$ cat config.mk
export PLATFORM = sky130hd
export DESIGN_NAME = SpiBlock
export DESIGN_NICKNAME = d
export VERILOG_FILES = /design/src/common/spiBusPkg.sv /design/src/common/spiFlashPkg.sv /design/src/rtl/SpiBlock.sv /design/src/rtl/SpiBusBridge.sv /design/src/spiCsr/SpiCsr.sv /design/src/spiFlash/SpiFlashUnit.sv /design/src/spiSlave/SpiSlavePort.sv
export SDC_FILE = /design/constraint.sdc
export NUM_CORES = 1
export LEC_CHECK = 0
export BUFFER_PORTS_ARGS = -buffer_cell sky130_fd_sc_hd__buf_2
export CAP_MARGIN = 20
export CORE_MARGIN = 2
export CORE_UTILIZATION = 54
export CTS_CLUSTER_SIZE = 14
export DETAILED_ROUTE_END_ITERATION = 16
export PLACE_DENSITY = 0.79
export SYNTH_ARGS = -nofsm -noshare
export SYNTH_HDL_FRONTEND = slang
export SYNTH_SLANG_ARGS = --single-unit
$ cat constraint.sdc
create_clock -name sClk -period 7.8 [get_ports sClk]
set_input_delay 1.56 -clock sClk [delete_from_list [all_inputs] [get_ports sClk]]
set_output_delay 1.56 -clock sClk [all_outputs]
set_load 0.02 [all_outputs]
$ cat src/common/spiBusPkg.sv
// ------------------
// Register bus package
// Bus widths, block address map and CSR offsets
// ------------------
package spiBusPkg;

	// ------------------
	// Bus geometry
	// ------------------

	// Data and address width
	localparam int BUS_WIDTH = 32;

	// Block select field in the top address bits
	localparam int BLOCK_ADRS_WIDTH = 8;
	localparam logic [BLOCK_ADRS_WIDTH-1:0] BLOCK_ADRS_MAP = 8'h03;

	// Register offset in the low address bits
	localparam int CSR_OFFSET_WIDTH = 8;

	// ------------------
	// Register map
	// ------------------

	// Flash select, busy flags of all units from bit 8
	localparam logic [CSR_OFFSET_WIDTH-1:0] REG_SEL = 8'h00;

	// Per-unit register windows
	localparam logic [CSR_OFFSET_WIDTH-1:0] REG_UNIT_BASE = 8'h10;
	localparam logic [CSR_OFFSET_WIDTH-1:0] REG_UNIT_STRIDE = 8'h10;

	// Offsets inside one unit window
	// Bit 0 enable, bit 1 chip select asserted
	localparam logic [CSR_OFFSET_WIDTH-1:0] REG_CTRL = 8'h00;
	// Half-period divider
	localparam logic [CSR_OFFSET_WIDTH-1:0] REG_DIV = 8'h04;
	// Write starts a transfer
	localparam logic [CSR_OFFSET_WIDTH-1:0] REG_TX = 8'h08;
	// Received byte, busy in bit 8
	localparam logic [CSR_OFFSET_WIDTH-1:0] REG_RX = 8'h0C;

endpackage

$ cat src/common/spiFlashPkg.sv
// ------------------
// Flash side package
// Flash count, divider width and CPU frame codes
// ------------------
package spiFlashPkg;

	// Number of attached flash devices
	localparam int SFM_NUM = 2;

	// Width of the flash select field
	localparam int SFM_SEL_WIDTH = 1;

	// Clock divider width per unit
	localparam int DIV_WIDTH = 8;

	// ------------------
	// CPU frame format
	// ------------------

	// Command byte values
	localparam logic [7:0] CMD_WRITE = 8'h02;
	localparam logic [7:0] CMD_READ = 8'h03;

	// Address byte, lands on bus bits 31:24
	localparam int FRAME_ADRS_WIDTH = 8;

endpackage

$ cat src/rtl/SpiBlock.sv
// ------------------
// SPI subsystem top
// CPU slave port, bus bridge, register file
// and one master engine per flash device
// ------------------
`timescale 1ns/1ps

module SpiBlock
	import spiBusPkg::*, spiFlashPkg::*;
(
	input  logic                    sClk,
	input  logic                    rstN,
	// Register bus slave
	input  logic [BUS_WIDTH-1:0]    busAdrs,
	input  logic [BUS_WIDTH-1:0]    busWrData,
	input  logic                    busWrEn,
	input  logic                    busRdEn,
	output logic [BUS_WIDTH-1:0]    busRdData,
	// Register bus master
	output logic [BUS_WIDTH-1:0]    mstAdrs,
	output logic [BUS_WIDTH-1:0]    mstWrData,
	output logic                    mstWrEn,
	output logic                    mstRdEn,
	input  logic [BUS_WIDTH-1:0]    mstRdData,
	// CPU SPI pins
	input  logic                    spiSck,
	input  logic                    spiMosi,
	input  logic                    spiCs,
	input  logic                    spiThru,
	output logic                    spiMiso,
	// Flash pins
	output logic [SFM_NUM-1:0]      sfmSck,
	output logic [SFM_NUM-1:0]      sfmMosi,
	output logic [SFM_NUM-1:0]      sfmCs,
	input  logic [SFM_NUM-1:0]      sfmMiso
);

	// Register file to flash units
	logic [SFM_NUM-1:0]                 ctrlEn;
	logic [SFM_NUM-1:0]                 csActive;
	logic [SFM_NUM-1:0][DIV_WIDTH-1:0]  div;
	logic [SFM_NUM-1:0][7:0]            txData;
	logic [SFM_NUM-1:0]                 txStart;
	logic [SFM_NUM-1:0][7:0]            rxData;
	logic [SFM_NUM-1:0]                 busy;
	logic [SFM_SEL_WIDTH-1:0]           flashSel;
	// Unit pins before the thru mux
	logic [SFM_NUM-1:0]                 sfuSck;
	logic [SFM_NUM-1:0]                 sfuMosi;
	logic [SFM_NUM-1:0]                 sfuCs;
	logic [SFM_NUM-1:0]                 sfuMiso;
	// Decoded frames
	logic [FRAME_ADRS_WIDTH-1:0]        decAdrs;
	logic [BUS_WIDTH-1:0]               decWrData;
	logic                               decWrEn;
	logic                               decRdEn;
	logic [BUS_WIDTH-1:0]               rdWord;

	SpiCsr SpiCsr_inst (
		.sClk(sClk),            .rstN(rstN),
		.busAdrs(busAdrs),      .busWrData(busWrData),
		.busWrEn(busWrEn),      .busRdEn(busRdEn),      .busRdData(busRdData),
		.ctrlEn(ctrlEn),        .csActive(csActive),    .div(div),
		.txData(txData),        .txStart(txStart),
		.rxData(rxData),        .busy(busy),            .flashSel(flashSel)
	);

	SpiBusBridge SpiBusBridge_inst (
		.sClk(sClk),            .rstN(rstN),
		.decAdrs(decAdrs),      .decWrData(decWrData),
		.decWrEn(decWrEn),      .decRdEn(decRdEn),      .rdWord(rdWord),
		.mstAdrs(mstAdrs),      .mstWrData(mstWrData),
		.mstWrEn(mstWrEn),      .mstRdEn(mstRdEn),      .mstRdData(mstRdData)
	);

	SpiSlavePort SpiSlavePort_inst (
		.sClk(sClk),            .rstN(rstN),
		.spiSck(spiSck),        .spiMosi(spiMosi),      .spiCs(spiCs),
		.spiThru(spiThru),      .spiMiso(spiMiso),
		.sfuSck(sfuSck),        .sfuMosi(sfuMosi),      .sfuCs(sfuCs),
		.sfuMiso(sfuMiso),
		.sfmSck(sfmSck),        .sfmMosi(sfmMosi),      .sfmCs(sfmCs),
		.sfmMiso(sfmMiso),      .flashSel(flashSel),
		.decAdrs(decAdrs),      .decWrData(decWrData),
		.decWrEn(decWrEn),      .decRdEn(decRdEn),      .rdWord(rdWord)
	);

	// One master engine per flash device
	for (genvar i = 0; i < SFM_NUM; i++)
	begin : genUnit
		SpiFlashUnit SpiFlashUnit_inst (
			.sClk(sClk),            .rstN(rstN),
			.ctrlEn(ctrlEn[i]),     .csActive(csActive[i]), .div(div[i]),
			.txData(txData[i]),     .txStart(txStart[i]),
			.rxData(rxData[i]),     .busy(busy[i]),
			.sfuSck(sfuSck[i]),     .sfuMosi(sfuMosi[i]),   .sfuCs(sfuCs[i]),
			.sfuMiso(sfuMiso[i])
		);
	end

endmodule

$ cat src/rtl/SpiBusBridge.sv
// ------------------
// Frame to bus bridge
// Issues bus-master cycles, returns read data
// ------------------
`timescale 1ns/1ps

module SpiBusBridge
	import spiBusPkg::*, spiFlashPkg::*;
(
	input  logic                            sClk,
	input  logic                            rstN,
	input  logic [FRAME_ADRS_WIDTH-1:0]     decAdrs,
	input  logic [BUS_WIDTH-1:0]            decWrData,
	input  logic                            decWrEn,
	input  logic                            decRdEn,
	output logic [BUS_WIDTH-1:0]            rdWord,
	output logic [BUS_WIDTH-1:0]            mstAdrs,
	output logic [BUS_WIDTH-1:0]            mstWrData,
	output logic                            mstWrEn,
	output logic                            mstRdEn,
	input  logic [BUS_WIDTH-1:0]            mstRdData
);

	// Fixed latency slot for mstRdData
	logic                   rdAck;
	logic [BUS_WIDTH-1:0]   rdHold;

	always_ff @(posedge sClk or negedge rstN)
	begin
		if (!rstN)
		begin
			mstWrEn <= 1'b0;
			mstRdEn <= 1'b0;
			rdAck <= 1'b0;
		end
		else
		begin
			mstWrEn <= decWrEn;
			mstRdEn <= decRdEn;
			rdAck <= mstRdEn;
		end
	end

	always_ff @(posedge sClk)
	begin
		// Frame address on the top byte
		if (decWrEn || decRdEn)
			mstAdrs <= {decAdrs, {(BUS_WIDTH-FRAME_ADRS_WIDTH){1'b0}}};
		if (decWrEn)
			mstWrData <= decWrData;
		if (rdAck)
			rdHold <= mstRdData;
	end

	// Live on the capture cycle, held after
	assign rdWord = rdAck ? mstRdData : rdHold;

endmodule

$ cat src/spiCsr/SpiCsr.sv
// ------------------
// SPI register file
// Flash select plus per-unit control, divider,
// transmit and receive registers
// ------------------
`timescale 1ns/1ps

module SpiCsr
	import spiBusPkg::*, spiFlashPkg::*;
(
	input  logic                                sClk,
	input  logic                                rstN,
	input  logic [BUS_WIDTH-1:0]                busAdrs,
	input  logic [BUS_WIDTH-1:0]                busWrData,
	input  logic                                busWrEn,
	input  logic                                busRdEn,
	output logic [BUS_WIDTH-1:0]                busRdData,
	output logic [SFM_NUM-1:0]                  ctrlEn,
	output logic [SFM_NUM-1:0]                  csActive,
	output logic [SFM_NUM-1:0][DIV_WIDTH-1:0]   div,
	output logic [SFM_NUM-1:0][7:0]             txData,
	output logic [SFM_NUM-1:0]                  txStart,
	input  logic [SFM_NUM-1:0][7:0]             rxData,
	input  logic [SFM_NUM-1:0]                  busy,
	output logic [SFM_SEL_WIDTH-1:0]            flashSel
);

	logic                           blockHit;
	logic                           wrHit;
	logic [CSR_OFFSET_WIDTH-1:0]    offset;
	logic [BUS_WIDTH-1:0]           rdWord;

	// Offset of one register inside a unit window
	function automatic logic [CSR_OFFSET_WIDTH-1:0] unitOfs(
		input int                           unit,
		input logic [CSR_OFFSET_WIDTH-1:0]  regOfs
	);
		unitOfs = REG_UNIT_BASE + CSR_OFFSET_WIDTH'(unit) * REG_UNIT_STRIDE + regOfs;
	endfunction

	// Block field decode
	assign blockHit = busAdrs[BUS_WIDTH-1 -: BLOCK_ADRS_WIDTH] == BLOCK_ADRS_MAP;
	assign offset = busAdrs[CSR_OFFSET_WIDTH-1:0];
	assign wrHit = busWrEn && blockHit;

	// ------------------
	// Write side
	// ------------------
	always_ff @(posedge sClk or negedge rstN)
	begin
		if (!rstN)
		begin
			flashSel <= '0;
			ctrlEn <= '0;
			csActive <= '0;
			div <= '0;
			txData <= '0;
			txStart <= '0;
		end
		else
		begin
			// Start strobe lasts one cycle
			txStart <= '0;
			if (wrHit && offset == REG_SEL)
				flashSel <= busWrData[SFM_SEL_WIDTH-1:0];
			for (int i = 0; i < SFM_NUM; i++)
			begin
				if (wrHit && offset == unitOfs(i, REG_CTRL))
				begin
					ctrlEn[i] <= busWrData[0];
					csActive[i] <= busWrData[1];
				end
				if (wrHit && offset == unitOfs(i, REG_DIV))
					div[i] <= busWrData[DIV_WIDTH-1:0];
				// Unit ignores the strobe while busy
				if (wrHit && offset == unitOfs(i, REG_TX))
				begin
					txData[i] <= busWrData[7:0];
					txStart[i] <= 1'b1;
				end
			end
		end
	end

	// ------------------
	// Read side
	// ------------------
	always_comb
	begin
		rdWord = '0;
		if (offset == REG_SEL)
		begin
			rdWord[SFM_SEL_WIDTH-1:0] = flashSel;
			// Busy flags of all units
			rdWord[8 +: SFM_NUM] = busy;
		end
		for (int i = 0; i < SFM_NUM; i++)
		begin
			if (offset == unitOfs(i, REG_CTRL))
				rdWord[1:0] = {csActive[i], ctrlEn[i]};
			if (offset == unitOfs(i, REG_DIV))
				rdWord[DIV_WIDTH-1:0] = div[i];
			if (offset == unitOfs(i, REG_TX))
				rdWord[7:0] = txData[i];
			// Live receive byte and busy
			if (offset == unitOfs(i, REG_RX))
				rdWord[8:0] = {busy[i], rxData[i]};
		end
	end

	// One cycle read latency, held until next read
	always_ff @(posedge sClk or negedge rstN)
	begin
		if (!rstN)
			busRdData <= '0;
		else if (busRdEn)
			busRdData <= blockHit ? rdWord : '0;
	end

endmodule

$ cat src/spiFlash/SpiFlashUnit.sv
// ------------------
// Flash SPI master engine
// One byte per transfer, mode 0, MSB first
// ------------------
`timescale 1ns/1ps

module SpiFlashUnit
	import spiFlashPkg::*;
(
	input  logic                    sClk,
	input  logic                    rstN,
	input  logic                    ctrlEn,
	input  logic                    csActive,
	input  logic [DIV_WIDTH-1:0]    div,
	input  logic [7:0]              txData,
	input  logic                    txStart,
	output logic [7:0]              rxData,
	output logic                    busy,
	output logic                    sfuSck,
	output logic                    sfuMosi,
	output logic                    sfuCs,
	input  logic                    sfuMiso
);

	logic [DIV_WIDTH-1:0]   divCnt;
	// Sixteen sck half periods per byte
	logic [3:0]             edgeCnt;
	logic [7:0]             txShift;
	logic [7:0]             rxShift;
	logic                   halfDone;
	logic                   start;

	// Accepted only when idle and enabled
	assign start = txStart && !busy && ctrlEn;
	// End of one half period of sck
	assign halfDone = busy && ctrlEn && divCnt == div;

	// ------------------
	// Sequencing
	// ------------------
	always_ff @(posedge sClk or negedge rstN)
	begin
		if (!rstN)
		begin
			busy <= 1'b0;
			divCnt <= '0;
			edgeCnt <= '0;
			sfuSck <= 1'b0;
			rxData <= '0;
		end
		else if (start)
		begin
			busy <= 1'b1;
			divCnt <= '0;
			edgeCnt <= '0;
		end
		else if (halfDone)
		begin
			divCnt <= '0;
			sfuSck <= ~sfuSck;
			edgeCnt <= edgeCnt + 1'b1;
			// Last falling edge, byte complete
			if (edgeCnt == 4'd15)
			begin
				busy <= 1'b0;
				rxData <= rxShift;
			end
		end
		else if (busy && ctrlEn)
			divCnt <= divCnt + 1'b1;
	end

	// ------------------
	// Shift registers
	// ------------------
	always_ff @(posedge sClk)
	begin
		if (start)
			txShift <= txData;
		else if (halfDone)
		begin
			// Falling edge shifts next bit out
			if (sfuSck)
				txShift <= {txShift[6:0], 1'b0};
			// Rising edge samples miso
			else
				rxShift <= {rxShift[6:0], sfuMiso};
		end
	end

	assign sfuMosi = txShift[7];
	// Held low across bytes while software keeps it active
	assign sfuCs = ~(csActive & ctrlEn);

endmodule

$ cat src/spiSlave/SpiSlavePort.sv
// ------------------
// CPU SPI slave port
// Frame decoder toward the bus bridge
// and thru mux from CPU pins to the flash pins
// ------------------
`timescale 1ns/1ps

module SpiSlavePort
	import spiBusPkg::*, spiFlashPkg::*;
(
	input  logic                            sClk,
	input  logic                            rstN,
	input  logic                            spiSck,
	input  logic                            spiMosi,
	input  logic                            spiCs,
	input  logic                            spiThru,
	output logic                            spiMiso,
	input  logic [SFM_NUM-1:0]              sfuSck,
	input  logic [SFM_NUM-1:0]              sfuMosi,
	input  logic [SFM_NUM-1:0]              sfuCs,
	output logic [SFM_NUM-1:0]              sfuMiso,
	output logic [SFM_NUM-1:0]              sfmSck,
	output logic [SFM_NUM-1:0]              sfmMosi,
	output logic [SFM_NUM-1:0]              sfmCs,
	input  logic [SFM_NUM-1:0]              sfmMiso,
	input  logic [SFM_SEL_WIDTH-1:0]        flashSel,
	output logic [FRAME_ADRS_WIDTH-1:0]     decAdrs,
	output logic [BUS_WIDTH-1:0]            decWrData,
	output logic                            decWrEn,
	output logic                            decRdEn,
	input  logic [BUS_WIDTH-1:0]            rdWord
);

	// Two sync flops plus one for edge detect
	logic [2:0]             sckSync;
	logic [1:0]             mosiSync;
	logic [1:0]             csSync;
	logic [1:0]             thruSync;
	logic                   sckRise;
	logic                   sckFall;
	logic                   frameIdle;
	logic [5:0]             bitCnt;
	logic [7:0]             cmd;
	logic [BUS_WIDTH-1:0]   rxShift;
	logic [BUS_WIDTH-1:0]   txShift;
	// Read answer arrives two cycles after decRdEn
	logic [1:0]             rdDly;

	always_ff @(posedge sClk or negedge rstN)
	begin
		if (!rstN)
		begin
			sckSync <= '0;
			mosiSync <= '0;
			csSync <= '1;
			thruSync <= '0;
		end
		else
		begin
			sckSync <= {sckSync[1:0], spiSck};
			mosiSync <= {mosiSync[0], spiMosi};
			csSync <= {csSync[0], spiCs};
			thruSync <= {thruSync[0], spiThru};
		end
	end

	assign sckRise = sckSync[1] & ~sckSync[2];
	assign sckFall = ~sckSync[1] & sckSync[2];
	// Decoder rests while deselected or in thru mode
	assign frameIdle = csSync[1] | thruSync[1];

	// ------------------
	// Frame decoder
	// ------------------
	always_ff @(posedge sClk or negedge rstN)
	begin
		if (!rstN)
		begin
			bitCnt <= '0;
			cmd <= '0;
			decWrEn <= 1'b0;
			decRdEn <= 1'b0;
			rdDly <= '0;
		end
		else
		begin
			decWrEn <= 1'b0;
			decRdEn <= 1'b0;
			rdDly <= {rdDly[0], decRdEn};
			if (frameIdle)
				bitCnt <= '0;
			else if (sckRise)
			begin
				if (bitCnt != '1)
					bitCnt <= bitCnt + 1'b1;
				// Command byte done
				if (bitCnt == 6'd7)
					cmd <= {rxShift[6:0], mosiSync[1]};
				// Address byte done, read starts here
				if (bitCnt == 6'd15 && cmd == CMD_READ)
					decRdEn <= 1'b1;
				// Last write data bit
				if (bitCnt == 6'd47 && cmd == CMD_WRITE)
					decWrEn <= 1'b1;
			end
		end
	end

	always_ff @(posedge sClk)
	begin
		if (sckRise && !frameIdle)
		begin
			rxShift <= {rxShift[BUS_WIDTH-2:0], mosiSync[1]};
			if (bitCnt == 6'd15)
				decAdrs <= {rxShift[FRAME_ADRS_WIDTH-2:0], mosiSync[1]};
			if (bitCnt == 6'd47 && cmd == CMD_WRITE)
				decWrData <= {rxShift[BUS_WIDTH-2:0], mosiSync[1]};
		end
		// MSB sits on miso before the first data rising edge
		if (rdDly[1])
			txShift <= rdWord;
		else if (sckFall && !frameIdle && bitCnt >= 6'd25)
			txShift <= {txShift[BUS_WIDTH-2:0], 1'b0};
	end

	// ------------------
	// Thru mux
	// ------------------
	always_comb
	begin
		for (int i = 0; i < SFM_NUM; i++)
		begin
			if (spiThru && flashSel == SFM_SEL_WIDTH'(i))
			begin
				sfmSck[i] = spiSck;
				sfmMosi[i] = spiMosi;
				sfmCs[i] = spiCs;
			end
			else
			begin
				sfmSck[i] = sfuSck[i];
				sfmMosi[i] = sfuMosi[i];
				sfmCs[i] = sfuCs[i];
			end
		end
	end

	// Units always see their own flash
	assign sfuMiso = sfmMiso;
	assign spiMiso = spiThru ? sfmMiso[flashSel] : txShift[BUS_WIDTH-1];

endmodule

==> impl_metrics.yaml <==
run_status:
  status: "finished, final reports clean"
final_layout:
  antenna_cells: 0
  area_growth_pct: 13.8
  nFillCells: 1655
  multi_input_area_mm2: 0.00324
  finalInstanceArea_mm2: 0.0136
  drive_gt1_frac: 0.266
  nets: 1101
  layout_commonest_cell: "edfxtp_1"
  register_area_mm2: 0.00829
  layout_common_cells: "edfxtp_1 (175), buf_2 (123), dfrtp_1 (119)"
clock_network:
  clk_pin_slew_ns: 0.06
  ctsResizeCount: 0
  root_buffer: "clkbuf_16"
  cts_hold_buf: 0
  postCtsSetupBuffers: 0
  cts_buffer_depth: 3
  clk_latency_ns: 0.54
  cts_sinks: 296
  h-tree-depth: 1
  cts_buffers: 29
  cts_tree: "yes"
pwr:
  peakVddDrop_v: 0.000137
  power_density_mw_per_mm2: 227
  p_leak_nw: 5.80
sta:
  setup_viol: 0
  setup_ws_ns: 3.78
  finalHoldViolCount: 0
  timing.slew.headroom: 0.361
  worst_pin_slew_ns: 0.956
  period_needed_ns: 4.02
  drv_slew: 0
  clock_skew_ns: 0.0156
  hold-worst-slack_ns: 0.353
  timing.final.crit_share: 0.515
  rsz0062_at_grt: "false"
  fmax_ghz: 0.249
  finalSetupTns_ns: 0
synth:
  synth-xor-area-share: 0.0249
  synthAdderAreaFrac: 0.00731
  syn_area_mm2: 0.0120
  synth_ff_type: "edfxtp_1"
  synthMuxAreaShare: 0.0786
  synthArstFlopShare: 0.409
  synth_compound_area_frac: 0.0576
  ys_types: 61
  synth_top_cell_area_share: 0.439
  synthCells: 856
  synth_edf_count: 175
  ys_ff_latch: 296
  synth_top_family_by_area: "simple AND/OR/NAND/NOR gates"
  synth_area_leaders: "edfxtp_1 (44%), dfrtp_1 (25%), mux2_2 (6.5%)"
  yosysTopAreaCell: "edfxtp_1"
  ys_seq_area_frac: 0.692
  yosys_warnings: 0
  yosys.area_share.simple: 0.0876
  syn_area_per_cell_um2: 14.0
die:
  start_util: 0.549
  fp.dieW_um: 153
  core_area_mm2: 0.0218
  ios: 211
  die_h_um: 153
  die_area_mm2: 0.0234
  rows: 54
global_routing:
  track_usage: 0.188
  antenna_found_initial: 0
  grt_max_degree: 78
  grt_pass1_vias: 6709
  grt_pass1_wl_mm: 35.4
  grt_overflow: 0
routing:
  avgViaCountPerCell: 5.27
  route.vias.total: 6807
  routed_wl_mm: 22.1
  ant_nets: 0
  dr.pass1.iters: 5
  drt_iter0_markers: 434
  routedWlPerCell_um: 17.2
  drc: 0
placement:
  gp_congestion: 0.837
  port_buffers: 124
  dpl_cell_area_mm2: 0.0127
  dp_hpwl_mm: 15.0
  dpl_worst_slack_ns: 3.76
worst_setup_path:
  arrival_ns: 2.46
  setup.worst_path.class: "input pin to output pin"
  path_cells: "buf_2, nand2_1, nor2_1, a31oi_1, buf_2"
  setup.worst_path.end_class: "output pin"
  crit_path_max_fanout: 5
  slowest_delay_ns: 0.27
  start_kind: "input pin"
  worstPathRequired_ns: 6.24
  cp_slowest_cell: "a31oi_1"
  cpMostUsedCell: "buf_2"
hold_path:
  hold_class: "register to register"
flow_run:
  maxCapViolations: 0
metrics by stage:
stage / cells / util / power (mW)
detailed placement: 1236 / 0.582 / 1.77
finish: 1291 / 0.625 / 3.09
CTS: 1290 / 0.625 / 3.12
global placement: 1236 / 0.582 / 1.77
global route: 1291 / 0.625 / 3.19
floorplan: 901 / - / 1.74
routing by layer:
layer  wire length [um]  share of wire  track usage
met2              10700           0.48        0.304
met5                  0              0            0
met3               1190          0.054       0.0289
met1               9820           0.44        0.272
met4                461          0.021       0.0454
flip-flops by register name, summed over array words and instances (netlist names), 10 cells and up:
name / cells
SpiBusBridge_inst.mstWrData: 32
SpiCsr_inst.busRdData: 10
SpiCsr_inst.div: 16
SpiCsr_inst.txData: 16
SpiSlavePort_inst.decWrData: 32
SpiSlavePort_inst.rxShift: 31
SpiSlavePort_inst.txShift: 32
genUnit.SpiFlashUnit_inst.divCnt: 16
genUnit.SpiFlashUnit_inst.rxData: 16
genUnit.SpiFlashUnit_inst.rxShift: 16
genUnit.SpiFlashUnit_inst.txShift: 16
kinds of logic after synthesis:
| kind of cell | after synthesis |
|---|---|
| flip-flops | 296 |
| AND/OR/NAND/NOR | 214 |
| buffers and inverters | 115 |
| AO/OA/AOI/OAI | 108 |
| multiplexers | 81 |
| XOR/XNOR | 34 |
| adder cells (fa/ha/maj) | 7 |
| other | 1 |
synthesized netlist by cell type, types with 6 or more instances:
cell type  count
a21oi_1       10
inv_1         40
o2bb2ai_1     13
nand4_1        8
nand2_1       84
mux2_4         9
nand2b_1       6
nor3_1        10
nand3_1       11
buf_4         47
o21ai_0       53
ha_1           7
xor2_1        28
and3_1         6
a222oi_1       6
clkbuf_1      23
dfrtp_1      119
xnor2_1        6
nor2_1        49
edfxtp_1     175
mux2_2        69
cell type report:
class	count	share of cell area
tap	280	0.0257
sequential	296	0.608
timing repair buffer	131	0.0494
inverter	40	0.0110
multi-input combinational	490	0.238
clock buffer	34	0.0553
clock inverter	20	0.0133
power breakdown:
part	leakage (nW)	switching, mW	internal (mW)
registers	3.09	0.00280	1.65
logic	2.27	0.0594	0.0196
clock network	0.446	0.567	0.790
total	5.80	0.629	2.46
path summary, 6_finish.rpt:
kind                                                    startpoint  slack [ns]  cells past startpoint                                            endpoint
max reg2reg                        SpiCsr_inst.div[12]$_DFFE_PN0P_        5.27                      5  genUnit[1].SpiFlashUnit_inst.rxData[2]$_DFFE_PN0P_
max in group asynchronous                                     rstN        5.36                      2             SpiSlavePort_inst.bitCnt[2]$_DFFE_PN0P_
min in group asynchronous                                     rstN        1.02                      1  genUnit[1].SpiFlashUnit_inst.rxData[3]$_DFFE_PN0P_
min reg2reg                SpiSlavePort_inst.thruSync[0]$_DFF_PN0_        0.35                      0             SpiSlavePort_inst.thruSync[1]$_DFF_PN0_
max                                                        spiThru        3.78                      5                                            sfmCs[1]
min                        SpiSlavePort_inst.thruSync[0]$_DFF_PN0_        0.35                      0             SpiSlavePort_inst.thruSync[1]$_DFF_PN0_
worst max-delay path, delay by kind of cell:
kind / cells / cell delay (ns)
compound gates: 1 / 0.27
simple gates: 2 / 0.26
buf+inv: 2 / 0.37
(Power assumes the default switching activity.)
